File: src/fir_config.svh
// FIR size and width macros, included by the package and by every module that sizes tap arrays

`ifndef FIR_CONFIG_SVH
`define FIR_CONFIG_SVH

//////////////////////////////////////////////////////////////////////
// Filter geometry
//////////////////////////////////////////////////////////////////////

// Number of filter taps, also the operand count of the CSA tree
`define FIR_TAPS 8

// Signed sample width on the input handshake
`define FIR_DATA_W 16

// Signed coefficient width of the static coefficient array
`define FIR_COEF_W 16

`endif

File: src/fir_pkg.sv
// Shared FIR data types, imported by the tap line, the accumulator and the top level
`default_nettype none

`include "fir_config.svh"

package fir_pkg;

  // Full-precision product of one sample and one coefficient
  localparam int PROD_W = `FIR_DATA_W + `FIR_COEF_W;

  // Room for the sum of all taps at full scale, no overflow possible
  localparam int ACC_W = PROD_W + $clog2(`FIR_TAPS);

  // Input sample
  typedef logic signed [`FIR_DATA_W-1:0] sample_t;

  // Filter coefficient
  typedef logic signed [`FIR_COEF_W-1:0] coef_t;

  // Tap product before sign extension
  typedef logic signed [PROD_W-1:0] product_t;

  // Filter output and accumulator word
  typedef logic signed [ACC_W-1:0] acc_t;

endpackage : fir_pkg

`default_nettype wire

File: src/csa_stage.sv
// One layer of 3:2 carry-save compressors, chained by csa_tree to reduce n operands to two
`default_nettype none

module csa_stage #(
  parameter int OP_WIDTH    = 35,
  parameter int IN_OP_NUM   = 8,
  // Two words per full group plus the leftovers
  localparam int OUT_OP_NUM = 2 * (IN_OP_NUM / 3) + IN_OP_NUM % 3
) (
  input  wire logic [OP_WIDTH-1:0] in_op  [IN_OP_NUM],
  output logic      [OP_WIDTH-1:0] out_op [OUT_OP_NUM]
);

  // Full groups of three go through a compressor
  localparam int GROUPS = IN_OP_NUM / 3;
  // Zero, one or two operands left over
  localparam int REST = IN_OP_NUM % 3;

  //////////////////////////////////////////////////////////////////////
  // Compressors
  //////////////////////////////////////////////////////////////////////

  for (genvar g = 0; g < GROUPS; g++) begin : comp_gen
    logic [OP_WIDTH-1:0] op_a;
    logic [OP_WIDTH-1:0] op_b;
    logic [OP_WIDTH-1:0] op_c;
    logic [OP_WIDTH-1:0] maj;

    assign op_a = in_op[3*g];
    assign op_b = in_op[3*g+1];
    assign op_c = in_op[3*g+2];

    // Bitwise majority is the carry out of each full adder
    assign maj = (op_a & op_b) | (op_a & op_c) | (op_b & op_c);

    // Sum word keeps its weight
    assign out_op[2*g] = op_a ^ op_b ^ op_c;
    // Carry word moves up one bit, top carry drops out (mod 2^OP_WIDTH)
    assign out_op[2*g+1] = {maj[OP_WIDTH-2:0], 1'b0};
  end

  //////////////////////////////////////////////////////////////////////
  // Leftover operands
  //////////////////////////////////////////////////////////////////////

  // Placed after the compressed words, unchanged
  for (genvar r = 0; r < REST; r++) begin : pass_gen
    assign out_op[2*GROUPS+r] = in_op[3*GROUPS+r];
  end

endmodule : csa_stage

`default_nettype wire

File: src/csa_tree.sv
// Parameterized n-to-2 carry-save reduction tree built from csa_stage layers, combinational
`default_nettype none

module csa_tree #(
  parameter int OP_NUM   = 8,
  parameter int OP_WIDTH = 35
) (
  input  wire logic [OP_WIDTH-1:0] in_op  [OP_NUM],
  output logic      [OP_WIDTH-1:0] out_op [2]
);

  //////////////////////////////////////////////////////////////////////
  // Layer sizing at elaboration
  //////////////////////////////////////////////////////////////////////

  // Count layers until only two operands remain
  function automatic int stage_count();
    int n;
    int cnt;
    n = OP_NUM;
    cnt = 0;
    while (n > 2) begin
      n = 2 * (n / 3) + n % 3;
      cnt++;
    end
    return cnt;
  endfunction

  localparam int STAGE_NUM = stage_count();

  // Operand count entering each layer, last entry is the tree output
  typedef int op_count_t [STAGE_NUM+1];

  function automatic op_count_t op_count();
    op_count_t cnt;
    cnt[0] = OP_NUM;
    for (int s = 1; s <= STAGE_NUM; s++) begin
      cnt[s] = 2 * (cnt[s-1] / 3) + cnt[s-1] % 3;
    end
    return cnt;
  endfunction

  localparam op_count_t OP_NUM_STAGE = op_count();

  //////////////////////////////////////////////////////////////////////
  // Layer chain
  //////////////////////////////////////////////////////////////////////

  if (STAGE_NUM == 0) begin : bypass_gen
    // Two or fewer operands, nothing to compress
    assign out_op[0] = in_op[0];
    if (OP_NUM == 2) begin : pair_gen
      assign out_op[1] = in_op[1];
    end else begin : pad_gen
      assign out_op[1] = '0;
    end
  end else begin : tree_gen
    for (genvar s = 0; s < STAGE_NUM; s++) begin : layer_gen
      // Output words of this layer
      logic [OP_WIDTH-1:0] op_out [OP_NUM_STAGE[s+1]];

      if (s == 0) begin : first_gen
        csa_stage #(.OP_WIDTH(OP_WIDTH), .IN_OP_NUM(OP_NUM_STAGE[s])) u_csa_stage (
          .in_op  (in_op),
          .out_op (op_out)
        );
      end else begin : next_gen
        // Fed by the previous layer
        csa_stage #(.OP_WIDTH(OP_WIDTH), .IN_OP_NUM(OP_NUM_STAGE[s])) u_csa_stage (
          .in_op  (layer_gen[s-1].op_out),
          .out_op (op_out)
        );
      end
    end

    // Last layer always yields exactly two words
    assign out_op = layer_gen[STAGE_NUM-1].op_out;
  end

endmodule : csa_tree

`default_nettype wire

File: src/fir_accumulate.sv
// Sign extension, CSA reduction, final addition and output handshake of the FIR datapath
`default_nettype none

`include "fir_config.svh"

module fir_accumulate (
  input  wire logic               clk,
  input  wire logic               rst_n,
  input  wire logic               prod_req,
  output logic                    prod_ack,
  input  wire fir_pkg::product_t  prod     [`FIR_TAPS],
  output logic                    out_req,
  input  wire logic               out_ack,
  output fir_pkg::acc_t           out_data
);

  import fir_pkg::*;

  // Register free, result offered, waiting for out_ack low
  typedef enum logic [1:0] {ST_FREE, ST_SEND, ST_RELEASE} state_t;

  state_t           state;
  logic             capture;
  logic [ACC_W-1:0] ext_op [`FIR_TAPS];
  logic [ACC_W-1:0] sum_op [2];
  acc_t             sum;

  //////////////////////////////////////////////////////////////////////
  // Reduction and final adder
  //////////////////////////////////////////////////////////////////////

  // Sign extend each product to the accumulator width
  always_comb begin
    for (int k = 0; k < `FIR_TAPS; k++) begin
      ext_op[k] = acc_t'(prod[k]);
    end
  end

  csa_tree #(.OP_NUM(`FIR_TAPS), .OP_WIDTH(ACC_W)) u_csa_tree (
    .in_op  (ext_op),
    .out_op (sum_op)
  );

  // Single carry-propagate add, wraps exactly like the tree
  assign sum = sum_op[0] + sum_op[1];

  //////////////////////////////////////////////////////////////////////
  // Output register and handshakes
  //////////////////////////////////////////////////////////////////////

  // New products only into a free register, old ack must be gone
  assign capture = (state == ST_FREE) && prod_req && !prod_ack;

  always_ff @(posedge clk) begin
    if (capture) begin
      out_data <= sum;
    end
  end

  always_ff @(posedge clk) begin
    if (!rst_n) begin
      state    <= ST_FREE;
      prod_ack <= 1'b0;
      out_req  <= 1'b0;
    end else begin
      // Product side: ack on capture, release when req falls
      if (capture) begin
        prod_ack <= 1'b1;
      end else if (!prod_req) begin
        prod_ack <= 1'b0;
      end
      // Output side
      case (state)
        ST_FREE: if (capture) begin
          out_req <= 1'b1;
          state   <= ST_SEND;
        end
        ST_SEND: if (out_ack) begin
          out_req <= 1'b0;
          state   <= ST_RELEASE;
        end
        ST_RELEASE: if (!out_ack) state <= ST_FREE;
        default: state <= ST_FREE;
      endcase
    end
  end

endmodule : fir_accumulate

`default_nettype wire

File: config.mk
export PLATFORM = sky130hd
export DESIGN_NAME = fir_accumulate
export DESIGN_NICKNAME = d
export VERILOG_FILES = /design/src/fir_pkg.sv /design/src/csa_stage.sv /design/src/csa_tree.sv /design/src/fir_accumulate.sv
export VERILOG_INCLUDE_DIRS = /design/src /design/src/src
export SDC_FILE = /design/constraint.sdc
export NUM_CORES = 1
export LEC_CHECK = 0
export ABC_AREA = 1
export BUFFER_PORTS_ARGS = -buffer_cell sky130_fd_sc_hd__buf_4
export CAP_MARGIN = 5
export CORE_AREA = 2 2 131 133
export DETAILED_ROUTE_END_ITERATION = 7
export DIE_AREA = 0 0 133 135
export PLACE_DENSITY = 0.83
export SYNTH_ARGS = -nofsm -noshare
export SYNTH_HDL_FRONTEND = slang
export SYNTH_SLANG_ARGS = --single-unit
export TNS_END_PERCENT = 50
File: constraint.sdc
create_clock -name clk -period 5.6 [get_ports clk]
set_clock_uncertainty 0.05 [all_clocks]
set_input_delay 0.56 -clock clk [delete_from_list [all_inputs] [get_ports clk]]
set_output_delay 0.56 -clock clk [all_outputs]
set_load 0.02 [all_outputs]
# Word level (Yosys, flattened, before mapping)
# Index checks and enable logic that the tools add are counted.
# W data, S select, Z words.
# word_totals
reg_bits	39
inputBits	260
out_inout_bits	37
elab_cells	69
# classes
addsub	1
eq_ne	6
muxes	9
bitwise	42
reduce_logical	7
# ops
op	n
$and A34 B34 Y34	18
$xor A35 B35 Y35	12
$or A34 B34 Y34	12
$add A35 B35 Y35	1
$mux W2	3
$ne A2 B2 Y1 const B	3
$pmux W2 S3	1
$reduce_and A3 Y1	2
$mux W1	4
$eq A2 B1 Y1 const B	1
$eq A2 B2 Y1 const B	1
$logic_and A1 B1 Y1	2
$logic_not A2 Y1	1
$ne A2 B1 Y1 const B	1
$pmux W1 S2	1
$reduce_bool A2 Y1	1
$logic_not A1 Y1	1

# Longest topological paths before layout
# Gate-level depths: netlist of the first run.
# depth
depth_word	13
ltp_mapped	20
ltp_nobuf	20

# Hierarchy
# Synthesis of the first run repeated with hierarchy kept, for this count alone.
# hier_totals
cells_unflattened	914
hier_area_um2	8740.9
# modules_own_cells
mod	instances	cells_per_inst	area_per_inst_um2	seq_area_each_um2
fir_accumulate	1	541	3598.5	1131.1
csa_stage (u_csa_tree.tree_gen.layer_gen[0].first_gen.u_csa_stage)	1	159	1975.6	0.0
csa_stage (u_csa_tree.tree_gen.layer_gen[1].next_gen.u_csa_stage)	1	89	1450.1	0.0
csa_stage (u_csa_tree.tree_gen.layer_gen[2].next_gen.u_csa_stage)	1	80	989.7	0.0
csa_stage (u_csa_tree.tree_gen.layer_gen[3].next_gen.u_csa_stage)	1	45	726.9	0.0

# Worst setup path before layout of the first run
# No wires, ideal clock.
# synth_path
path_type	in2reg
startpoint	input prod_req
endpoint	register out_req
setup_time_ns	0.077
arrival_time_ns	4.519
required_ns	5.473
path_slack_ns	0.954
cell_stages	4
n_path_buf	0
cell_sequence	inv_1 -> nor4_1 -> inv_1 -> a21oi_1
# synth_via
elab_chain_len	4
# synth_lines
element	line	rtl
start, declared	fir_accumulate.sv:9	input wire logic prod_req,
$logic_and A1 B1 Y1 (2 in series)	fir_accumulate.sv:52	assign capture = (state == ST_FREE) && prod_req && !prod_ack;
net capture	fir_accumulate.sv:23	logic capture;
$ne A2 B2 Y1 (no source line)	-	
$reduce_and A3 Y1 (no source line)	-	
end signal, assigned	fir_accumulate.sv:64	out_req <= 1'b0;
end signal, assigned	fir_accumulate.sv:75	out_req <= 1'b1;
end signal, assigned	fir_accumulate.sv:79	out_req <= 1'b0;
end, declared	fir_accumulate.sv:12	output logic out_req,
# The timed path passes the listed nets, and every way through them passes these cells.
# A chain may end at the register's enable or synchronous reset.

# Worst setup path after layout of the first run
# layout_path
startpoint	input prod[66] (netlist name)
endpoint	register out_data[34], data pin
# layout_via
elab_chain_len	12
elab_cells_between_ends	31
classes_between	add/sub: 1; bitwise: 30
# layout_lines
element	line	rtl
start, declared	fir_accumulate.sv:11	input wire fir_pkg::product_t prod [`FIR_TAPS],
$and A34 B34 Y34	csa_stage.sv:34	assign maj = (op_a & op_b) | (op_a & op_c) | (op_b & op_c);
$or A34 B34 Y34 (2 in series)	csa_stage.sv:34	
$xor A35 B35 Y35 (2 in series)	csa_stage.sv:37	assign out_op[2*g] = op_a ^ op_b ^ op_c;
$and A34 B34 Y34	csa_stage.sv:34	
$or A34 B34 Y34 (2 in series)	csa_stage.sv:34	
$and A34 B34 Y34	csa_stage.sv:34	
$or A34 B34 Y34 (2 in series)	csa_stage.sv:34	
$add A35 B35 Y35 (*)	fir_accumulate.sv:45	assign sum = sum_op[0] + sum_op[1];
net sum[34]	fir_accumulate.sv:26	acc_t sum;
end signal, assigned	fir_accumulate.sv:56	out_data <= sum;
end, declared	fir_accumulate.sv:14	output fir_pkg::acc_t out_data
# The timed path passes the listed nets; every way through them passes the cells marked *.

==> results of run 1 <==
path summary, 6_finish.rpt:
kind                   to  cells after the start      from
max          out_data[34]                     21  prod[66]
min               out_req                      2   out_req
max reg2reg  out_data[32]                      2  prod_ack
min reg2reg       out_req                      2   out_req
per-layer routing:
| metal | share of wire | wire (um) |
|---|---|---|
| met2 | 0.55 | 11300 |
| met1 | 0.35 | 7240 |
| met5 | 0 | 0 |
| met4 | 0.023 | 478 |
| met3 | 0.071 | 1450 |
where the power goes:
group	leakage (nW)	total [mW]	internal [mW]	switching, mW
Clock	0.0679	0.280	0.165	0.115
Sequential	0.366	0.771	0.729	0.0421
Combinational	6.18	6.24	2.32	3.93
Total	6.61	7.29	3.21	4.08
layout by cell type (no fill, tap or decap), types with 4 or more instances in the layout:
cell	netlist	final
clkbuf_16	0	5
nand2_2	5	5
inv_1	400	400
nor2_1	42	42
buf_4	0	297
a21oi_1	23	23
xor2_1	14	14
nor3_1	4	4
edfxtp_1	35	35
nand2_1	253	253
ha_1	35	35
nand3_1	26	26
fa_1	195	195
dfxtp_1	4	4
xnor2_1	4	4
flip-flops by register name (all words and copies together), names as in the netlist:
signal    flops
state         2
out_data     35
out_req       1
prod_ack      1
stage by stage:
step	instances	worst slack, ns	cell area, um^2
after global routing	1574	0.942	11200
after floorplan	1049	0.954	8600
after global placement	1566	0.943	11100
after detailed placement	1566	0.923	11100
after CTS	1574	1.18	11200
final	1574	1.19	11200
kinds of logic (layout without fill, tap and decap cells):
group	after synthesis	in the layout	share of synthesized area
AOI/OAI and AO/OA	27	27	0.0166
xor gates and xnor gates	18	18	0.0183
adders and majority gates	230	230	0.505
and+or+nand+nor	335	335	0.154
buffers and inverters	400	705	0.175
DFF	39	39	0.132
synthesized netlist by cell type (2+ instances only):
library cell,n
nor3_1,4
fa_1,195
nand2_2,5
ha_1,35
nand4_1,2
inv_1,400
a21oi_1,23
dfxtp_1,4
nor2_1,42
xnor2_1,4
edfxtp_1,35
nand3_1,26
xor2_1,14
nand2_1,253
layout make-up:
cell class                      instances  share of cell area
Inverter                              400               0.134
Clock buffer                            7              0.0118
Tap cell                              220              0.0245
Clock inverter                          1            0.000445
Timing Repair Buffer                  297               0.198
Multi-Input combinational cell        610               0.531
Sequential cell                        39               0.101
tightest hold or removal path, stage by stage, from the launching register on:
cell and delay, ns:
dfxtp_1 0.30, o21ai_0 0.06, a21oi_1 0.06
==> results_dict.tcl, run 1 <==
set metrics [dict create \
    drt-pass1-iter-count 5 \
    utilization 0.685 \
    critPathArrivalTime_ns 4.40 \
    grt.met1_usage 0.252 \
    netlist_area_um2 8600 \
    die_h_um 135 \
    maxSlewHeadroom 0.648 \
    synth-async-reset-ratio 0 \
    fmax_mhz 227 \
    cpPeakStageDelay_ns 0.53 \
    dr_total_vias 7208 \
    post_cts_buffers 0 \
    n_antenna_cell 0 \
    ir_worst_vdd_mv 0.281 \
    critPathKind "in2reg" \
    final-max-slew-violation-count 0 \
    fin_crit_sh 0.788 \
    power_density_nw_per_um2 649 \
    grt_setup_unrepaired "no" \
    port_buffers 296 \
    place.gp.congestion 0.887 \
    hold-worst-slack_ns 0.430 \
    clkSlewWorstSetupHoldPaths_ns 0.06 \
    finalSetupTns_ns 0 \
    period_minus_slack_ns 4.41 \
    n_fill_cell 1332 \
    drive_gt1_frac 0.229 \
    root_buffer "clkbuf_16" \
    nets 1843 \
    hold_viol_final 0 \
    worst_path_most_repeated_cell "nand2_1" \
    grt_use_met3 0.0413 \
    syn-num-nets 1539 \
    hold_class "reg2reg" \
    cp-start-kind "primary input" \
    end_kind "flop" \
    fp.dieW_um 133 \
    drt_iter0_drc 274 \
    wl_um 20500 \
    power.leakage_nw 6.61 \
    hpwl_um 18900 \
    row_count 47 \
    initial_core_util 0.524 \
    clock_latency_ns 0.28 \
    finalSetupViolCount 0 \
    synth_top_flop_cell "edfxtp_1" \
    ys_seq_elements 39 \
    worst_path_max_delay_cell "fa_1" \
    cts_num_sinks 39 \
    synth_edf_count 35 \
    routedWlPerCell_um 13.0 \
    hold_buffers 0 \
    postRouteAntennaNets 0 \
    dieArea_um2 18000 \
    total_power_mw 7.29 \
    synth_top_area_share 0.454 \
    grt-busiest-layer "met2" \
    synth_warnings 0 \
    cts_resized 0 \
    worst_pin_slew_ns 0.529 \
    maxCapViolations 0 \
    cp.buffers_inverters 5 \
    synthCells 1049 \
    outcome "finished clean" \
    cts_tree "yes" \
    htree_levels 2 \
    grt_max_degree 36 \
    cts_buffers 5 \
    vias_per_cell 4.58 \
    rrSetupSlack_ns 3.98 \
    critical_path.cell_chain "buf_4, fa_1, inv_1, fa_1, inv_1, fa_1, inv_1, fa_1, inv_1, ha_1, fa_1, nand2_1, nand2_1, nand3_1, nand2_2, nand2_1, nand2_2, nand2_1, nand2_1, nand2_1, nand2_1" \
    synth_top_cell_by_area "fa_1" \
    cp_max_fo 3 \
    ios 297 \
    clk_path_buf_depth 2 \
    syn_area_per_cell_um2 8.20 \
    grt_pass1_vias 7920 \
    antenna_found_initial 0 \
    design.core.area_um2 16400 \
    gr-usage-met2 0.481 \
    synthTopCellsByArea "fa_1 (45%), inv_1 (17%), edfxtp_1 (12%), nand2_1 (11%), ha_1 (5.1%)" \
    synthToLayoutAreaGrowth_pct 30.8 \
    drc 0 \
    ys_types 21 \
    required_ns 5.59 \
    ys_seq_area_frac 0.132 \
    grt_pass1_wl_um 34200 \
    seq_area_um2 1130 \
    grtUsageTotal 0.238 \
    crit_family "adder cells" \
    grt_overflow 0 \
    multi_input_area_um2 5970 \
]
Note: power is estimated with default switching activity, not from simulation.
==> inputs of run 2 (changes only) <==
--- a/config.mk
+++ b/config.mk
@@ -6,13 +6,13 @@
 export SDC_FILE = /design/constraint.sdc
 export NUM_CORES = 1
 export LEC_CHECK = 0
-export ABC_AREA = 1
+export ABC_AREA = 0
 export BUFFER_PORTS_ARGS = -buffer_cell sky130_fd_sc_hd__buf_4
 export CAP_MARGIN = 5
-export CORE_AREA = 2 2 131 133
+export CORE_AREA = 2 2 133 135
 export DETAILED_ROUTE_END_ITERATION = 7
-export DIE_AREA = 0 0 133 135
-export PLACE_DENSITY = 0.83
+export DIE_AREA = 0 0 135 137
+export PLACE_DENSITY = 0.79
 export SYNTH_ARGS = -nofsm -noshare
 export SYNTH_HDL_FRONTEND = slang
 export SYNTH_SLANG_ARGS = --single-unit
==> constraint.sdc (replaced) <==
create_clock -name clk -period 3.95 [get_ports clk]
set_clock_uncertainty 0.05 [all_clocks]
set_input_delay 0.395 -clock clk [delete_from_list [all_inputs] [get_ports clk]]
set_output_delay 0.395 -clock clk [all_outputs]
set_load 0.02 [all_outputs]
==> results_dict.tcl, run 2 <==
set metrics [dict create \
    nets 1647 \
    clk_path_buf_depth 2 \
    crit_family "adder cells" \
    grtUsageTotal 0.217 \
    worst_path_most_repeated_cell "fa_1" \
    synthToLayoutAreaGrowth_pct 45.7 \
    fin_crit_sh 1.16 \
    finalSetupViolCount 26 \
    hold_buffers 0 \
    p_comb_frac 0.870 \
    dieArea_um2 18500 \
    clkSlewWorstSetupHoldPaths_ns 0.06 \
    cpPeakStageDelay_ns 0.54 \
    outcome "finished with violations" \
    grt_setup_unrepaired "yes" \
    synth_common_cells "inv_1 (277), fa_1 (195), a21oi_1 (36)" \
    drt-pass1-iter-count 4 \
    ys_types 47 \
    syn-num-nets 1254 \
    synthCells 764 \
    worst_path_max_delay_cell "fa_1" \
    fp.dieW_um 135 \
    place_area_um2 11000 \
    largest_register_ffs 35 \
    pre_cts_slack_ns -1.16 \
    cts_tree "yes" \
    netSwitchingPower_mw 5.66 \
    cts_buffers 5 \
    routedWlPerCell_um 13.9 \
    clock_latency_ns 0.28 \
    synthTopCellsByArea "fa_1 (49%), edfxtp_1 (13%), inv_1 (13%), ha_1 (5.5%), xnor2_1 (2.4%)" \
    worst_pin_slew_ns 0.499 \
    initial_core_util 0.463 \
    maxSlewHeadroom 0.668 \
    critPathKind "in2reg" \
    critical_path.cell_chain "buf_6, fa_1, inv_2, fa_1, inv_1, fa_1, inv_1, fa_1, inv_1, ha_2, fa_2, a21oi_2, o211ai_1, a21oi_2, a2111oi_4, a31oi_2, o31a_1, o211a_1" \
    hpwl_um 17500 \
    grt_max_degree 38 \
    place.gp.congestion 0.849 \
    multi_input_area_um2 5910 \
    critPathArrivalTime_ns 4.58 \
    ys_seq_elements 39 \
    clkPwrFrac 0.036 \
    n_fill_cell 1320 \
    required_ns 3.93 \
    die_h_um 137 \
    end_kind "flop" \
    final-max-slew-violation-count 0 \
    syn_area_per_cell_um2 10.3 \
    antenna_found_initial 0 \
    synth_top_cell_by_area "fa_1" \
    n_antenna_cell 0 \
    hold_class "in2reg" \
    fin_cells 1383 \
    port_buffers 296 \
    maxCapViolations 0 \
    cp-start-kind "primary input" \
    drc 0 \
    htree_levels 2 \
    synth_top_flop_cell "edfxtp_1" \
    ir_worst_vdd_mv 0.514 \
    wl_um 19200 \
    dr_total_vias 6395 \
    worst_slack_ns -0.651 \
    ios 297 \
    ys_seq_area_frac 0.143 \
    design.core.area_um2 17100 \
    drt_iter0_drc 167 \
    row_count 48 \
    netlist_area_um2 7890 \
    violations "setup timing" \
    placed_cells 1365 \
    seq_area_um2 1130 \
    final_cell_mix "buf_4 (387), inv_1 (274), fa_1 (194)" \
    cp_max_fo 3 \
    utilization 0.674 \
    power.leakage_nw 6.08 \
    reg_top3 "out_data (35), state (2)" \
    grt_pass1_wl_um 32000 \
    synth_edf_count 35 \
    hold-worst-slack_ns 0.289 \
    root_buffer "clkbuf_16" \
    fmax_mhz 217 \
    postRouteAntennaNets 0 \
    synth_top_area_share 0.495 \
    p_int_mw 6.88 \
    synth-async-reset-ratio 0 \
    synth.most_common_cell "inv_1" \
    final_cell_area_um2 11500 \
    top_register "out_data" \
    layout_commonest_cell "buf_4" \
    grt_pass1_vias 7296 \
    vias_per_cell 4.62 \
    grt_overflow 0 \
    cts_num_sinks 39 \
    drive_gt1_frac 0.383 \
    hold_viol_final 0 \
    synth_warnings 0 \
    seq_power_share 0.094 \
    cp.buffers_inverters 5 \
    power_density_nw_per_um2 1090 \
    swShare 0.451 \
    period_minus_slack_ns 4.60 \
]
## run 2: changes by cell type in the layout (fill, tap and decap cells not counted), moves of 10 or more
cell     previous run  this run
inv_1             400       274
buf_4             297       387
nor2_1             42        16
o21ai_0             1        14
xnor2_1             4        19
a21oi_1            23        33
a21o_1              1        17
nand3_1            26         5
nand2_1           253        19
## run 2: worst register-to-register path: stages (launching register included)
cell	delay [ns]
dfxtp_1	0.38
nor4b_4	0.27
buf_4	0.46
## run 2: power by group through the flow
stage,logic [mW],clock network [mW],registers [mW]
after floorplan,5.61,0,1.39
after global placement,9.60,0,1.18
after detailed placement,9.81,0,1.19
after CTS,10.5,0.467,1.18
after global routing,12.1,0.483,1.19
final,10.9,0.454,1.18
## run 2: path summary, 6_finish.rpt
path	slack [ns]	cells after the start	endpoint	start
hold reg to reg	0.47	2	out_req	out_req
hold / removal	0.29	2	state[0]	rst_n
setup reg to reg	2.40	2	out_data[31]	state[1]
setup / recovery	-0.65	18	out_data[32]	prod[226]
## run 2: stage by stage
stage | power [mW] | setup TNS, ns
final | 12.5 | -10.24
after global placement | 10.8 | -21.23
after detailed placement | 11.0 | -21.47
after floorplan | 7.00 | -9.66
after global routing | 13.8 | -14.95
after CTS | 12.2 | -9.72
## run 2: repair_timing
item / CTS / global route
pin swaps: 36 / 4
hold endpoints to repair: 0 / 0
endpoints found under the setup margin: 28 / 27
buffers inserted: 7 / 4
resized for setup: 36 / 13
## run 2: kinds of logic after synthesis
kind of cell | count (synthesis) | synth area share
xor gates and xnor gates | 34 | 0.0377
adders and majority gates | 230 | 0.550
DFF | 39 | 0.143
buffers and inverters | 284 | 0.135
and+or+nand+nor | 75 | 0.0503
AOI/OAI and AO/OA | 102 | 0.0834
## run 2: cell type report
| class | instances | area share |
|---|---|---|
| clock buffer | 5 | 0.0109 |
| tap | 225 | 0.0245 |
| multi-input combinational | 441 | 0.514 |
| sequential | 39 | 0.0984 |
| timing repair buffer | 393 | 0.259 |
| inverter | 277 | 0.0905 |
| clock inverter | 3 | 0.00337 |
## run 2: routing by layer
layer,global-route usage,wire (um),vias up
li1,-,-,3037
met1,0.225,6540,3122
met2,0.447,11000,214
met3,0.0437,1380,22
met4,0.0446,291,0
met5,0,0,-
